$ cat config.mk
export PLATFORM = sky130hd
export DESIGN_NAME = cdi_loader_top
export DESIGN_NICKNAME = d
export VERILOG_FILES = /design/src/logic/cdi_loader_pkg.sv /design/src/logic/ioctl_dispatch.sv /design/src/logic/worm_byte_writer.sv /design/src/logic/sdram_prepare_arbiter.sv /design/src/logic/sdram_request_select.sv /design/src/logic/cdi_loader_top.sv
export SDC_FILE = /design/constraint.sdc
export NUM_CORES = 1
export LEC_CHECK = 0
export ABC_CLOCK_PERIOD_IN_PS = 1400
export CAP_MARGIN = 20
export CORE_AREA = 2 2 69 71
export CTS_CLUSTER_SIZE = 25
export DETAILED_ROUTE_END_ITERATION = 16
export DIE_AREA = 0 0 71 73
export DONT_BUFFER_PORTS = 1
export GPL_TIMING_DRIVEN = 0
export HOLD_SLACK_MARGIN = 0.03
export SYNTH_ARGS = -nofsm -noshare
export SYNTH_HDL_FRONTEND = slang
export SYNTH_SLANG_ARGS = --single-unit
$ cat constraint.sdc
create_clock -name clk_sys -period 1.4 [get_ports clk_sys]
set_input_delay 0.07 -clock clk_sys [delete_from_list [all_inputs] [get_ports clk_sys]]
set_output_delay 0.07 -clock clk_sys [all_outputs]
set_load 0.03 [all_outputs]
$ cat src/logic/cdi_loader_pkg.sv
package cdi_loader_pkg;

    // ==============================
    // Widths and constants
    // ==============================

    // SDRAM address counts bytes, bit 0 selects the byte in a word
    localparam int sdram_addr_w = 25;
    localparam int data_w = 16;
    localparam int worm_addr_w = 13;

    // Download index bit that marks the slave image
    localparam int worm_index_bit = 6;

    // Prefix of the ROM region inside SDRAM
    localparam logic [2:0] rom_region_tag = 3'b001;

    // ==============================
    // Vector types
    // ==============================

    typedef logic [sdram_addr_w-1:0] sdram_addr_t;
    typedef logic [data_w-1:0] data_t;
    typedef logic [7:0] byte_t;
    typedef logic [worm_addr_w-1:0] worm_addr_t;

    // ==============================
    // Bundles
    // ==============================

    // Host download channel
    typedef struct packed {
        logic download;
        logic wr;
        sdram_addr_t addr;
        data_t dout;
        data_t index;
    } ioctl_bus_t;

    // One request towards the SDRAM controller
    typedef struct packed {
        sdram_addr_t addr;
        data_t din;
        logic rd;
        logic wr;
        logic word;
        logic refresh;
        logic burst;
    } sdram_req_t;

    // Byte write into the write-once memory of the slave
    typedef struct packed {
        worm_addr_t adr;
        byte_t data;
        logic wr;
    } worm_wr_t;

    // Owner of the SDRAM port while the core is held, in priority order
    typedef enum logic [1:0] {
        ROM_DOWNLOAD,
        REFRESH,
        IDLE
    } prep_owner_e;

endpackage

$ cat src/logic/ioctl_dispatch.sv
`timescale 1ns/10ps

module ioctl_dispatch (
    input logic clk_sys,
    input logic reset,
    input cdi_loader_pkg::ioctl_bus_t ioctl,
    input logic rom_done,
    output logic rom_pending,
    output logic worm_strobe,
    output logic download_overflow
);
    import cdi_loader_pkg::*;

    logic slave_image;
    logic main_rom_wr;

    // Index 0x0000 is the boot ROM, index 0x0040 the slave image
    assign slave_image = ioctl.index[worm_index_bit];
    assign main_rom_wr = ioctl.wr && !slave_image;

    // Slave words go straight to the byte writer in the same cycle
    assign worm_strobe = ioctl.wr && slave_image;

    // ==============================
    // Pending ROM write latch
    // ==============================

    always_ff @(posedge clk_sys) begin
        if (reset) begin
            rom_pending <= 1'b0;
        end else if (main_rom_wr) begin
            rom_pending <= 1'b1;
        end else if (rom_done) begin
            rom_pending <= 1'b0;
        end
    end

    // Host wrote again before the previous word reached SDRAM
    always_ff @(posedge clk_sys) begin
        if (reset) begin
            download_overflow <= 1'b0;
        end else if (rom_pending && ioctl.wr) begin
            download_overflow <= 1'b1;
        end
    end

endmodule

$ cat src/logic/worm_byte_writer.sv
`timescale 1ns/10ps

module worm_byte_writer (
    input logic clk_sys,
    input logic reset,
    input cdi_loader_pkg::ioctl_bus_t ioctl,
    input logic worm_strobe,
    output cdi_loader_pkg::worm_wr_t worm
);
    import cdi_loader_pkg::*;

    logic strobe_q;
    logic worm_wr;
    worm_addr_t worm_adr;
    byte_t worm_data;
    // Upper byte waits here while the lower one is written
    byte_t high_byte;

    always_ff @(posedge clk_sys) begin
        if (reset) begin
            strobe_q <= 1'b0;
            worm_wr <= 1'b0;
        end else begin
            strobe_q <= worm_strobe;
            worm_wr <= worm_strobe || strobe_q;
        end
    end

    always_ff @(posedge clk_sys) begin
        if (worm_strobe) begin
            // Lower byte first
            worm_adr <= ioctl.addr[worm_addr_w-1:0];
            worm_data <= ioctl.dout[7:0];
            high_byte <= ioctl.dout[15:8];
        end else begin
            worm_adr[0] <= 1'b1;
            worm_data <= high_byte;
        end
    end

    assign worm = '{adr: worm_adr, data: worm_data, wr: worm_wr};

endmodule

$ cat src/logic/sdram_prepare_arbiter.sv
`timescale 1ns/10ps

module sdram_prepare_arbiter (
    input logic clk_sys,
    input logic reset,
    input logic hold,
    input logic rom_pending,
    input cdi_loader_pkg::ioctl_bus_t ioctl,
    input logic sdram_busy,
    output cdi_loader_pkg::sdram_req_t prep_req,
    output logic rom_done
);
    import cdi_loader_pkg::*;

    prep_owner_e owner_q;
    prep_owner_e owner_next;
    logic busy_q;
    logic rom_wanted;
    sdram_addr_t rom_addr;
    data_t rom_data;

    // ==============================
    // Completion
    // ==============================

    always_ff @(posedge clk_sys) begin
        if (reset) begin
            busy_q <= 1'b0;
        end else begin
            busy_q <= sdram_busy;
        end
    end

    // Busy falls on a write that this block issued
    assign rom_done = busy_q && !sdram_busy && (owner_q == ROM_DOWNLOAD);

    // The latch still reads high in the completion cycle
    assign rom_wanted = rom_pending && !rom_done;

    // ==============================
    // Owner select
    // ==============================

    always_comb begin
        if (sdram_busy) begin
            owner_next = owner_q;
        end else if (hold && rom_wanted) begin
            owner_next = ROM_DOWNLOAD;
        end else if (hold) begin
            owner_next = REFRESH;
        end else begin
            owner_next = IDLE;
        end
    end

    always_ff @(posedge clk_sys) begin
        if (reset) begin
            owner_q <= IDLE;
        end else begin
            owner_q <= owner_next;
        end
    end

    // ==============================
    // Request
    // ==============================

    // ROM words keep host address bits 21..1, bytes swapped for the core
    assign rom_addr = {rom_region_tag, ioctl.addr[21:1], 1'b0};
    assign rom_data = {ioctl.dout[7:0], ioctl.dout[15:8]};

    always_comb begin
        prep_req = '0;
        prep_req.addr = rom_addr;
        prep_req.din = rom_data;
        prep_req.word = 1'b1;
        // Nothing new goes out while the controller is busy
        if (!sdram_busy) begin
            prep_req.wr = (owner_next == ROM_DOWNLOAD);
            prep_req.rd = (owner_next == REFRESH);
            prep_req.refresh = (owner_next == REFRESH);
        end
    end

endmodule

$ cat src/logic/sdram_request_select.sv
`timescale 1ns/10ps

module sdram_request_select (
    input logic clk_sys,
    input logic reset,
    input logic status_reset,
    input logic user_button,
    input logic download,
    input cdi_loader_pkg::sdram_req_t prep_req,
    input cdi_loader_pkg::sdram_req_t core_req,
    output logic hold,
    output cdi_loader_pkg::sdram_req_t sdram_req
);

    // ==============================
    // Core hold
    // ==============================

    // Any reset source or a running download keeps the core stopped.
    // The loader owns the SDRAM port for as long as this is high.
    always_ff @(posedge clk_sys) begin
        if (reset) begin
            hold <= 1'b1;
        end else begin
            hold <= status_reset || user_button || download;
        end
    end

    // ==============================
    // Port select
    // ==============================

    // Same-cycle pass-through of the core request once the hold ends
    always_comb begin
        if (hold) begin
            sdram_req = prep_req;
        end else begin
            sdram_req = core_req;
        end
    end

endmodule

$ cat src/logic/cdi_loader_top.sv
`timescale 1ns/10ps

module cdi_loader_top (
    input logic clk_sys,
    input logic reset,
    input cdi_loader_pkg::ioctl_bus_t ioctl,
    input logic status_reset,
    input logic user_button,
    input cdi_loader_pkg::sdram_req_t core_req,
    input logic sdram_busy,
    output cdi_loader_pkg::sdram_req_t sdram_req,
    output cdi_loader_pkg::worm_wr_t worm,
    output logic core_reset,
    output logic download_overflow
);
    import cdi_loader_pkg::*;

    logic rom_pending;
    logic worm_strobe;
    logic rom_done;
    logic hold;
    sdram_req_t prep_req;

    // ==============================
    // Download decode
    // ==============================

    ioctl_dispatch u_ioctl_dispatch (
        .clk_sys(clk_sys),
        .reset(reset),
        .ioctl(ioctl),
        .rom_done(rom_done),
        .rom_pending(rom_pending),
        .worm_strobe(worm_strobe),
        .download_overflow(download_overflow)
    );

    // Slave image, two byte writes per word
    worm_byte_writer u_worm_byte_writer (
        .clk_sys(clk_sys),
        .reset(reset),
        .ioctl(ioctl),
        .worm_strobe(worm_strobe),
        .worm(worm)
    );

    // ==============================
    // SDRAM side
    // ==============================

    sdram_prepare_arbiter u_sdram_prepare_arbiter (
        .clk_sys(clk_sys),
        .reset(reset),
        .hold(hold),
        .rom_pending(rom_pending),
        .ioctl(ioctl),
        .sdram_busy(sdram_busy),
        .prep_req(prep_req),
        .rom_done(rom_done)
    );

    sdram_request_select u_sdram_request_select (
        .clk_sys(clk_sys),
        .reset(reset),
        .status_reset(status_reset),
        .user_button(user_button),
        .download(ioctl.download),
        .prep_req(prep_req),
        .core_req(core_req),
        .hold(hold),
        .sdram_req(sdram_req)
    );

    // The core stays in reset exactly as long as the loader owns SDRAM
    assign core_reset = hold;

endmodule

Yosys cells after proc, flatten, opt, wreduce, memory -nomap -nowiden

Cells that the tools add are included.

Flip-flop bits (word level): 37
Input bits: 110
Output and inout bits: 70
Logic and storage cells: 37

Equality and inequality tests: 1
Muxes and demuxes: 9
Reduce and logical (&&, ||, !) cells: 16

Operators with widths:

| operator           | number |
|---|---|
| $mux 46            | 1 |
| $mux 2             | 4 |
| $mux 8             | 1 |
| $logic_and 1x1->1  | 7 |
| $logic_not 2->1    | 2 |
| $logic_not 1->1    | 3 |
| $logic_or 1x1->1   | 3 |
| $mux 1             | 3 |
| $eq 2x1->1 const B | 1 |
| $reduce_bool 2->1  | 1 |

Depth between registers and ports, before layout

Gate-level depths: netlist of the first run.

Depth in word-level cells: 11
Mapped depth: 4
Mapped depth without buffers: 3

Hierarchy

From an unflattened synthesis of the first run, not the netlist that was laid out.

Cell total of the unflattened synthesis: 166
Area total of the unflattened synthesis: 2334.7 sq um

By module, submodules not included:

| module                | instances | cells an instance | area an instance (sq um) | sequential area each (sq um) |
|---|---|---|---|---|
| worm_byte_writer      | 1         | 44                | 978.4                    | 820.8 |
| sdram_request_select  | 1         | 53                | 787.0                    | 20.0 |
| sdram_prepare_arbiter | 1         | 61                | 491.7                    | 60.1 |
| ioctl_dispatch        | 1         | 8                 | 77.6                     | 40.0 |

Least setup slack after synthesis of the first run

OpenSTA, ideal clock, no wires.

Path type: register to output
Start: register u_sdram_request_select.hold
End: output port sdram_req[1] (netlist name)
Arrival: 1.418 ns
Data required time: 1.330 ns
Setup slack: -0.088 ns
Cell stages (with the launch flop): 5
Buffers on the path: 1
Cells stage by stage: dfxtp_1 buf_2 inv_1 a211o_1 o21ai_0

RTL lines:

| what                     | RTL line                   | text |
|---|---|---|
| start: declaration       | sdram_request_select.sv:11 | `output logic hold,` |
| start signal: assignment | sdram_request_select.sv:25 | `hold <= status_reset \|\| user_button \|\| download;` |
| end: declaration         | cdi_loader_top.sv:11       | `output cdi_loader_pkg::sdram_req_t sdram_req,` |

==> key figures, run 1 <==
Run status
  • Status: complete, but fails checks
  • Failing checks: setup timing

Logic synthesis
  • Post-Syn Area: between 1500 and 2000 µm²
  • Post-Synthesis Cells: 121
  • Register area share after synthesis: 0.565
  • Yosys top cell area share: 0.361
  • Main flop type after synthesis: edfxtp_1
  • Unique cell type count in the Yosys netlist: 19
  • Register bit total from synthesis: 37
  • Net Count, Synth: approximately 230
  • Synth area leader: edfxtp_1
  • Avg Cell Area, Syn: roughly 14 µm²
  • Warnings, synthesis: 0
  • Async set-or-reset flop fraction in the synthesized netlist: 0
  • Top post-synthesis cells by area: edfxtp_1 (36%), mux2_2 (30%), dfxtp_1 (20%)
  • Post-synth EDFFs: 20

Clock network
  • H-tree depth: 2
  • CTS max path bufs: 2
  • Worst skew pair latency: approximately 0.28 ns
  • Clock transition at path regs: roughly 0.070 ns
  • CTS root buffer: clkbuf_8
  • CTS tree: yes
  • CTS Buf Count: 5
  • Sink Count: 37

Global routing
  • Vias in the first global route: about 1400
  • Global Route Usage Sum: 0.182
  • Antenna violations before repair: 0
  • Largest net degree at the start of global routing: 21
  • Global-route wire length before repair: between 6000 and 7000 µm
  • Total grt overflow: 0

Finish
  • Final nets: ~290
  • Final non-filler cell total: 230
  • ANT cells: 0
  • Most frequent cells in the layout: dlygate4sd3_1 (39), mux2_4 (37), edfxtp_1 (20), dfxtp_1 (14), mux2_2 (8)
  • Most common cell after layout, fill and taps aside: dlygate4sd3_1
  • Fill count: 356
  • Area growth from synthesis to layout: 59.2%
  • Fin util: 0.584
  • Share of layout cells above drive strength 1: 0.483

Floorplan
  • CORE AREA: around 4500 µm²
  • Num rows: 25
  • Die ar.: about 5200 µm²
  • IO Pins: 180
  • Chip Width: approximately 71 µm
  • Starting Density: 0.367
  • DIE HEIGHT: between 70 and 80 µm

Pwr
  • Reg power frac: 0.473
  • Clock group share of total power: 0.335
  • Total power per unit cell area: ~1100 nW/µm²
  • Combinational share of power: 0.192
  • Peak VDD IR: 691 µV
  • Pint: 2.07 mW
  • Sw Share: 0.279
  • P_sw: ~800 µW
  • Leakage power: ~1.2 nW

Critical path
  • CP endpoint: sdram_req[1]
  • Flop-to-flop setup slack: -0.01 ns
  • Crit path launch type: flop
  • Crit path kind: reg -> out
  • Depth of the most critical reg-to-reg path: 4
  • Crit path launch: u_sdram_prepare_arbiter.owner_q[0]
  • Critical path capture point type: primary output
  • Reg-to-reg startpoint: u_sdram_prepare_arbiter.owner_q[0]
  • RR Endpoint: u_sdram_prepare_arbiter.owner_q[0]
  • CP Max Fanout: 3
  • WP data required: around 1.3 ns
  • Arr. time, crit path: ~1.5 ns

Timing
  • Minimum hold slack: roughly 0.084 ns
  • Minimum clock period: between 1.5 and 2 ns
  • Max Slew Vio Count: 0
  • Worst-Margin Slew: approximately 0.83 ns
  • Final Hold Vio Count: 0
  • Fin Clk Skew: roughly 0.0034 ns
  • Period utilization: 1.13
  • Setup Viol. Count Final: 36
  • Fmax: about 0.63 GHz
  • Setup tns final: -2.97 ns
  • Rel. slew slack: 0.448
  • Setup slack after layout: -0.177 ns
  • RSZ-0062 raised after global routing: true

Placement
  • DP HPWL: 3050 µm
  • GP Congestion: ~0.7
  • Post-place setup slack: -0.163 ns
  • Placed Instances: 175
  • Input/output buffers: 0

Detailed routing
  • Routed via count: between 1000 and 1500
  • Vias per cell: between 5 and 6
  • Post-detailed-route wirelength per cell: roughly 22 µm
  • Post-route DRC: 0
  • Routed WL: between 5000 and 6000 µm
  • Initial DRC Count: 47
  • Initial DRT Pass Iterations: 4
  • Post-DRT Antenna Nets: 0

Job
  • MaxCap Viol Count: 0

Min path
  • Type of the most critical hold path: in -> reg
[critical path, cell delays in order (launching register included)]
cell and delay (ns):
dfxtp_2 0.33, or3b_4 0.41, a211o_4 0.37, o21ai_4 0.12
[registers in the layout, indices dropped and copies added, names as in the netlist]
name                                count
u_ioctl_dispatch.download_overflow      1
u_worm_byte_writer.worm_data            8
u_sdram_prepare_arbiter.busy_q          1
u_worm_byte_writer.high_byte            8
u_sdram_prepare_arbiter.owner_q         2
u_worm_byte_writer.worm_adr            13
u_worm_byte_writer.worm_wr              1
u_worm_byte_writer.strobe_q             1
u_sdram_request_select.hold             1
u_ioctl_dispatch.rom_pending            1
[logic make-up after synthesis]
family / count (synthesis) / share of synthesized area
flops: 37 / 0.565
buf+inv: 11 / 0.0308
mux: 45 / 0.305
simple gates: 18 / 0.0594
compound gates: 10 / 0.0398
[Yosys cell counts, types with 2 or more instances]
cell      number
a211o_1        2
mux2_2        45
inv_1          4
o21ai_0        3
dfxtp_1       17
a21oi_1        3
buf_2          5
nor2_1         5
nor2b_1        5
edfxtp_1      20
or2_2          3
nand2_1        2
[per-stage QoR]
step	cell area [µm²]	power, mW
finish	2650	2.87
global route	2650	2.97
CTS	2600	2.88
detailed placement	1730	1.72
global placement	1730	1.72
floorplan	1670	1.68
[repair_timing]
item / CTS / global route
pin swaps: 2 / 1
endpoints found under the hold margin: 37 / 0
gates resized for setup: 69 / 7
hold buffers: 39 / 0
buffers inserted: 4 / 0
gates cloned: 3 / 1
setup endpoints to repair: 46 / 41
[metal layers]
layer / up-vias / GRT usage / part of all wire
met1: 589 / 0.191 / 0.34
li1: 545 / - / -
met3: 4 / 0.0760 / 0.099
met4: 0 / 0.0440 / 0.0071
met5: - / 0 / 0
met2: 100 / 0.337 / 0.55
[area by class of cell]
| class | count | area [µm²] | area share |
|---|---|---|---|
| tap | 54 | 67.6 | 0.0255 |
| clock inverter | 2 | 36.3 | 0.0137 |
| multi-input combinational | 73 | 858 | 0.324 |
| sequential | 37 | 947 | 0.358 |
| inverter | 4 | 15.0 | 0.00567 |
| timing repair buffer | 47 | 536 | 0.202 |
| clock buffer | 6 | 82.6 | 0.0312 |
| buffer | 7 | 106 | 0.0402 |
[worst min-delay path by stage]
stage / depth (start not counted) / slack (ns) / endpoint / start
3_3_place_gp: 1 / 0.14 / u_sdram_prepare_arbiter.owner_q[0] / reset
4_1_cts: 3 / 0.07 / u_sdram_prepare_arbiter.owner_q[0] / sdram_busy
3_5_place_dp: 1 / 0.14 / u_sdram_prepare_arbiter.owner_q[0] / reset
6_report: 3 / 0.08 / u_sdram_prepare_arbiter.owner_q[0] / sdram_busy
2_1_floorplan: 1 / 0.13 / u_sdram_prepare_arbiter.owner_q[0] / reset
5_1_grt: 3 / 0.06 / u_sdram_prepare_arbiter.owner_q[0] / sdram_busy
[power groups by stage]
stage | clock, mW | combinational, mW | sequential, mW
final | 0.961 | 0.552 | 1.36
after global routing | 1.03 | 0.574 | 1.36
after CTS | 0.992 | 0.537 | 1.35
after detailed placement | 0 | 0.348 | 1.38
after global placement | 0 | 0.348 | 1.37
after floorplan | 0 | 0.322 | 1.36
(Power assumes the default switching activity.)
==> inputs of run 2 (changes only) <==
--- a/config.mk
+++ b/config.mk
@@ -5,12 +5,13 @@
 export SDC_FILE = /design/constraint.sdc
 export NUM_CORES = 1
 export LEC_CHECK = 0
+export ABC_AREA = 1
 export ABC_CLOCK_PERIOD_IN_PS = 1400
 export CAP_MARGIN = 20
-export CORE_AREA = 2 2 69 71
+export CORE_AREA = 2 2 70 72
 export CTS_CLUSTER_SIZE = 25
 export DETAILED_ROUTE_END_ITERATION = 16
-export DIE_AREA = 0 0 71 73
+export DIE_AREA = 0 0 72 74
 export DONT_BUFFER_PORTS = 1
 export GPL_TIMING_DRIVEN = 0
 export HOLD_SLACK_MARGIN = 0.03
==> run 2 against run 1 <==
Against the previous run:
- synthesized area increased by 2.7%
- sequential cell count unchanged
- hold slack got worse by 0.015 ns
- routed wire length grew 8.3%
- sequential share of layout area shrank 0.49 points
- utilization down 0.14 points
- the run still ends with setup timing left
==> key figures, run 2 <==
Min path
  • Type of the most critical hold path: in -> reg

Timing
  • Setup Viol. Count Final: 17 (-53%)
  • Fmax: 0.689 GHz (+8.6%)
  • Setup tns final: -0.564 ns (+2.41 ns)
  • Final Hold Vio Count: 0 (unchanged)
  • Minimum clock period: 1.45 ns (-0.125 ns)
  • RSZ-0062 raised after global routing: true
  • Rel. slew slack: 0.420 (-0.0276)
  • Fin Clk Skew: 0.00572 ns (+0.00229 ns)
  • Max Slew Vio Count: 0 (unchanged)
  • Period utilization: 1.04 (-0.0896)
  • Worst-Margin Slew: 0.869 ns (+0.0413 ns)
  • Setup slack after layout: -0.0517 ns (+0.125 ns)
  • Minimum hold slack: 0.0694 ns (-0.0149 ns)

Floorplan
  • IO Pins: 180 (unchanged)
  • Chip Width: 72 µm (+1.4%)
  • Num rows: 25 (unchanged)
  • Starting Density: 0.372 (+0.00480)
  • Die ar.: 5330 µm² (+2.8%)
  • DIE HEIGHT: 74 µm (+1.4%)
  • CORE AREA: 4600 µm² (+1.4%)

Finish
  • Largest register FFs: 13 (unchanged)
  • Largest Register: u_worm_byte_writer.worm_adr
  • ANT cells: 0 (unchanged)
  • Most common cell after layout, fill and taps aside: nand2_1
  • Design Area, Final: 2680 µm² (+1.1%)
  • Area growth from synthesis to layout: 56.7%
  • Share of layout cells above drive strength 1: 0.300 (-0.183)
  • Most frequent cells in the layout: nand2_1 (78), dlygate4sd3_1 (35), nand2_4 (26), edfxtp_1 (20), inv_1 (17)
  • Top Registers: u_worm_byte_writer.worm_adr: 13 flops, u_worm_byte_writer.high_byte: 8 flops, u_worm_byte_writer.worm_data: 8 flops
  • Final non-filler cell total: 321 (+40%)
  • Fin util: 0.583 (-0.00141)
  • Final nets: 376 (+32%)

Clock network
  • Sink Count: 37 (unchanged)
  • CTS tree: yes
  • CTS Buf Count: 5 (unchanged)
  • Worst skew pair latency: 0.29 ns (about the same)
  • CTS max path bufs: 2 (unchanged)
  • Clock transition at path regs: 0.08 ns (about the same)
  • H-tree depth: 2 (unchanged)
  • CTS root buffer: clkbuf_8

Critical path
  • CP Max Fanout: 6 (+3)
  • Worst path max stage delay: 0.41 ns (about the same)
  • Critical path capture point type: primary output
  • WP data required: 1.33 ns (about the same)
  • Arr. time, crit path: 1.38 ns (-0.13 ns)
  • Flop-to-flop setup slack: -0.04 ns (-0.03 ns)
  • CP max-delay cell: dfxtp_4
  • CP delay by family, top: flip-flops
  • CP Buf/Inv Count: 3 (+3)
  • Crit path launch type: flop
  • Critical-path cell list: buf_8 > inv_8 > buf_12 > nor2_4 > nand3_2 > nand2_4
  • Crit path kind: reg -> out

Global routing
  • Total grt overflow: 0 (unchanged)
  • Antenna violations before repair: 0 (unchanged)
  • Vias in the first global route: 1485 (+4.5%)
  • Global Route Usage Sum: 0.183 (+0.00102)
  • Global-route wire length before repair: 7160 µm (+3.6%)
  • Largest net degree at the start of global routing: 22 (+4.8%)

Detailed routing
  • Post-detailed-route wirelength per cell: 17.0 µm (-22%)
  • Initial DRC Count: 93 (+98%)
  • Initial DRT Pass Iterations: 4 (unchanged)
  • Post-DRT Antenna Nets: 0 (unchanged)
  • Routed via count: 1618 (+31%)
  • Routed WL: 5460 µm (+8.3%)
  • Post-route DRC: 0 (unchanged)
  • Vias per cell: 5.04 (-6.4%)

Pwr
  • Pwr Total: 2.96 mW (+3.1%)
  • Leakage power: 1.14 nW (-1.7%)
  • Total power per unit cell area: 1100 nW/µm² (+2.0%)
  • Peak VDD IR: 639 µV (-7.6%)

Placement
  • Post-place setup slack: -0.397 ns (-0.234 ns)
  • Placed Instances: 275 (+57%)
  • DP HPWL: 3330 µm (+9.3%)
  • Input/output buffers: 0 (unchanged)
  • DP Area: 1780 µm² (+2.5%)
  • GP Congestion: 0.752 (+4.4%)

Logic synthesis
  • Post-Syn Area: 1710 µm² (+2.7%)
  • Main flop type after synthesis: edfxtp_1
  • Net Count, Synth: 331 (+43%)
  • Synth area leader: edfxtp_1
  • Avg Cell Area, Syn: 7.73 µm² (-44%)
  • Warnings, synthesis: 0 (unchanged)
  • List of most frequent post-synthesis cells: nand2_1 (116), edfxtp_1 (20), dfxtp_1 (17), inv_1 (17), o21ai_0 (16)
  • Register bit total from synthesis: 37 (unchanged)
  • Register area share after synthesis: 0.551 (-0.0149)
  • Top post-synthesis cells by area: edfxtp_1 (35%), nand2_1 (25%), dfxtp_1 (20%)
  • Yosys top cell area share: 0.351 (-0.00951)
  • Async set-or-reset flop fraction in the synthesized netlist: 0 (unchanged)
  • Post-Synthesis Cells: 221 (+83%)
  • Count leader, synth: nand2_1
  • Unique cell type count in the Yosys netlist: 16 (-3)
  • Post-synth EDFFs: 20 (unchanged)

Job
  • MaxCap Viol Count: 0 (unchanged)

Run status
  • Status: complete, but fails checks
  • Failing checks: setup timing
-- run 2: power breakdown --
| group | total, mW | internal (mW) | leakage [nW] | switching, mW |
|---|---|---|---|---|
| registers | 1.35 | 1.22 | 0.330 | 0.125 |
| clock network | 1.05 | 0.646 | 0.0669 | 0.403 |
| logic | 0.560 | 0.190 | 0.747 | 0.369 |
-- run 2: repair_timing --
action | CTS | global route
resized for setup | 93 | 20
setup buffers | 2 | 0
hold buffers | 35 | 0
pin swaps | 9 | 7
setup endpoints to repair | 46 | 44
endpoints found under the hold margin | 37 | 0
cloned | 1 | 0
-- run 2: worst paths after layout --
| check | depth (start not counted) | endpoint | from |
|---|---|---|---|
| hold reg to reg | 2 | u_worm_byte_writer.worm_wr | u_worm_byte_writer.strobe_q |
| setup reg to reg | 5 | u_ioctl_dispatch.rom_pending | u_sdram_prepare_arbiter.owner_q[1] |
| setup / recovery | 6 | sdram_req[3] | u_sdram_request_select.hold |
| hold / removal | 2 | u_worm_byte_writer.worm_adr[0] | ioctl[57] |
-- run 2: logic make-up after synthesis --
family,share of synthesized area
AOI/OAI and AO/OA,0.0556
DFF,0.551
and+or+nand+nor,0.312
buffers and inverters,0.0820
-- run 2: area by class of cell --
class	count	area [µm²]
plain buffers	11	105
clock buffers	6	93.8
clock inverters	2	38.8
fillers	406	1920
inverters	18	75.1
multi-input cells	155	961
flip-flops and latches	37	945
well taps	54	67.6
repair buffers	38	393
-- run 2: layer usage --
| layer | share of wire | vias up | track usage |
|---|---|---|---|
| met3 | 0.047 | 6 | 0.0515 |
| li1 | - | 773 | - |
| met1 | 0.38 | 751 | 0.212 |
| met2 | 0.56 | 88 | 0.327 |
| met4 | 0.014 | 0 | 0.0629 |
| met5 | 0 | - | 0 |
==> inputs of run 3 (changes only) <==
==> constraint.sdc (replaced) <==
create_clock -name clk_sys -period 1.4 [get_ports clk_sys]
set_input_delay 0.28 -clock clk_sys [delete_from_list [all_inputs] [get_ports clk_sys]]
set_output_delay 0.28 -clock clk_sys [all_outputs]
set_load 0.03 [all_outputs]
==> run 3 against run 2 <==
Against the previous run:
- the run still ends with setup timing left
- sequential power is essentially flat
- first-iteration DRC count decreased by 57%
- routed wire length fell by 10%
- combinational power down 11%
- worst setup slack worse by 0.19 ns
- highest routed layer unchanged
==> key figures, run 3 (synthesis gave the netlist of run 2 again) <==
Run status
  • Status: complete, but fails checks
  • Failing checks: setup timing

Critical path
  • Crit path kind: reg -> out
  • CP max-delay cell: dfxtp_4
  • Arr. time, crit path: 1.36 ns (-0.02 ns)
  • CP Max Fanout: 6 (unchanged)
  • WP data required: 1.12 ns (-0.21 ns)
  • Critical-path cell list: buf_8 > inv_8 > buf_12 > clkbuf_16 > nand2_1 > nand2_4
  • Worst path max stage delay: 0.38 ns (-0.03 ns)
  • Critical path capture point type: primary output
  • Crit path launch type: flop

Clock network
  • Clock transition at path regs: 0.07 ns (about the same)
  • CTS tree: yes
  • CTS Buf Count: 5 (unchanged)
  • Worst skew pair latency: 0.28 ns (about the same)
  • # hold bufs at CTS: 0 (-100%)
  • CTS root buffer: clkbuf_8
  • Sink Count: 37 (unchanged)
  • CTS max path bufs: 2 (unchanged)
  • H-tree depth: 2 (unchanged)

Finish
  • Top Registers: u_worm_byte_writer.worm_adr: 13 flops, u_worm_byte_writer.high_byte: 8 flops, u_worm_byte_writer.worm_data: 8 flops
  • Largest register FFs: 13 (unchanged)
  • Fin util: 0.534 (-0.0482)
  • Most frequent cells in the layout: nand2_1 (68), nand2_4 (33), edfxtp_1 (20), inv_1 (17)
  • Final nets: 347 (-7.7%)
  • Fill count: 422 (+3.9%)
  • ANT cells: 0 (unchanged)
  • Share of layout cells above drive strength 1: 0.399 (+0.0995)
  • Area growth from synthesis to layout: 43.8%
  • Design Area, Final: 2460 µm² (-8.3%)
  • Most common cell after layout, fill and taps aside: nand2_1
  • Final non-filler cell total: 292 (-9.0%)
  • Largest Register: u_worm_byte_writer.worm_adr

Global routing
  • Global Route Usage Sum: 0.174 (-0.00862)
  • Global-route wire length before repair: 6870 µm (-4.1%)
  • Largest net degree at the start of global routing: 22 (unchanged)
  • Antenna violations before repair: 0 (unchanged)
  • Vias in the first global route: 1376 (-7.3%)
  • Total grt overflow: 0 (unchanged)

Timing
  • Minimum clock period: 1.64 ns (+0.193 ns)
  • Minimum hold slack: 0.0587 ns (-0.0107 ns)
  • Rel. slew slack: 0.446 (+0.0262)
  • Setup slack after layout: -0.244 ns (-0.193 ns)
  • Setup Viol. Count Final: 46 (+29)
  • Max Slew Vio Count: 0 (unchanged)
  • Period utilization: 1.17 (+0.138)
  • RSZ-0062 raised after global routing: true
  • Fmax: 0.608 GHz (-12%)
  • Final Hold Vio Count: 0 (unchanged)
  • Worst-Margin Slew: 0.829 ns (-0.0393 ns)
  • Fin Clk Skew: 0.00836 ns (+0.00264 ns)

Job
  • MaxCap Viol Count: 0 (unchanged)

Pwr
  • Peak VDD IR: 485 µV (-24%)
  • Leakage power: 1.05 nW (-8.1%)
  • Total power per unit cell area: 1040 nW/µm² (-5.9%)

Detailed routing
  • Post-route DRC: 0 (unchanged)
  • Routed WL: 4890 µm (-10%)
  • Post-detailed-route wirelength per cell: 16.7 µm (-1.5%)
  • Initial DRC Count: 40 (-57%)
  • Initial DRT Pass Iterations: 4 (unchanged)
  • Vias per cell: 5.13 (+1.7%)
  • Post-DRT Antenna Nets: 0 (unchanged)
  • Routed via count: 1497 (-7.5%)

Floorplan
  • IO Pins: 180 (unchanged)
  • Num rows: 25 (unchanged)
  • Chip Width: 72 µm (unchanged)
  • CORE AREA: 4600 µm² (unchanged)
  • Die ar.: 5330 µm² (unchanged)
  • Starting Density: 0.372 (unchanged)
  • DIE HEIGHT: 74 µm (unchanged)

Placement
  • DP Area: 1840 µm² (+3.3%)
  • DP HPWL: 3340 µm (+0.39%)
  • Input/output buffers: 0 (unchanged)
  • Placed Instances: 275 (unchanged)
  • GP Congestion: 0.745 (-0.94%)
  • Post-place setup slack: -0.153 ns (+0.244 ns)

Min path
  • Type of the most critical hold path: in -> reg
-- run 3: area by class of cell --
class,instances,area [µm²],share of cell area
plain buffers,11,129,0.0524
clock buffers,6,72.6,0.0295
clock inverters,2,10.0,0.00407
inverters,18,75.1,0.0305
multi-input cells,155,1030,0.419
flip-flops and latches,37,945,0.384
well taps,54,67.6,0.0275
repair buffers,9,130,0.0530
-- run 3: where the power goes --
part | total, mW | leakage (nW) | internal (mW) | switching, mW
Sequential | 1.35 | 0.330 | 1.23 | 0.124
Clock | 0.705 | 0.0450 | 0.345 | 0.360
Combinational | 0.499 | 0.677 | 0.144 | 0.356
-- run 3: path summary, 6_finish.rpt --
check | cells past startpoint | endpoint | slack, ns | start
worst min-delay path | 1 | u_worm_byte_writer.worm_wr | 0.06 | reset
worst min register to register | 2 | u_worm_byte_writer.worm_wr | 0.45 | u_worm_byte_writer.strobe_q
worst max-delay path | 6 | sdram_req[31] | -0.24 | u_sdram_request_select.hold
worst max register to register | 7 | u_sdram_prepare_arbiter.owner_q[0] | 0.26 | u_sdram_request_select.hold
-- run 3: what timing repair did --
| item | 4_1_cts | 5_1_grt |
|---|---|---|
| cloned | 2 | 1 |
| buffers inserted | 5 | 1 |
| endpoints found under the setup margin | 46 | 46 |
| pin swaps | 25 | 13 |
| resized for setup | 98 | 11 |
-- run 3: critical path: cells and delay by family, from the launching register on --
kind	cells	cell delay [ns]
buf+inv	4	0.50
flops	1	0.38
simple gates	2	0.20
-- run 3: per-layer routing --
layer	part of all wire	up-vias	routed length, µm	global-route usage
met3	0.057	7	280	0.0474
li1	-	720	-	-
met5	0	-	0	0
met1	0.38	685	1850	0.202
met2	0.55	85	2680	0.309
met4	0.017	0	82	0.0692
-- run 3: per-stage QoR --
step | TNS, ns | power (mW)
after global routing | -11.47 | 2.67
after CTS | -9.66 | 2.57
after detailed placement | -3.46 | 1.75
final | -8.73 | 2.55
after floorplan | -0.0509 | 1.70
after global placement | -3.34 | 1.75
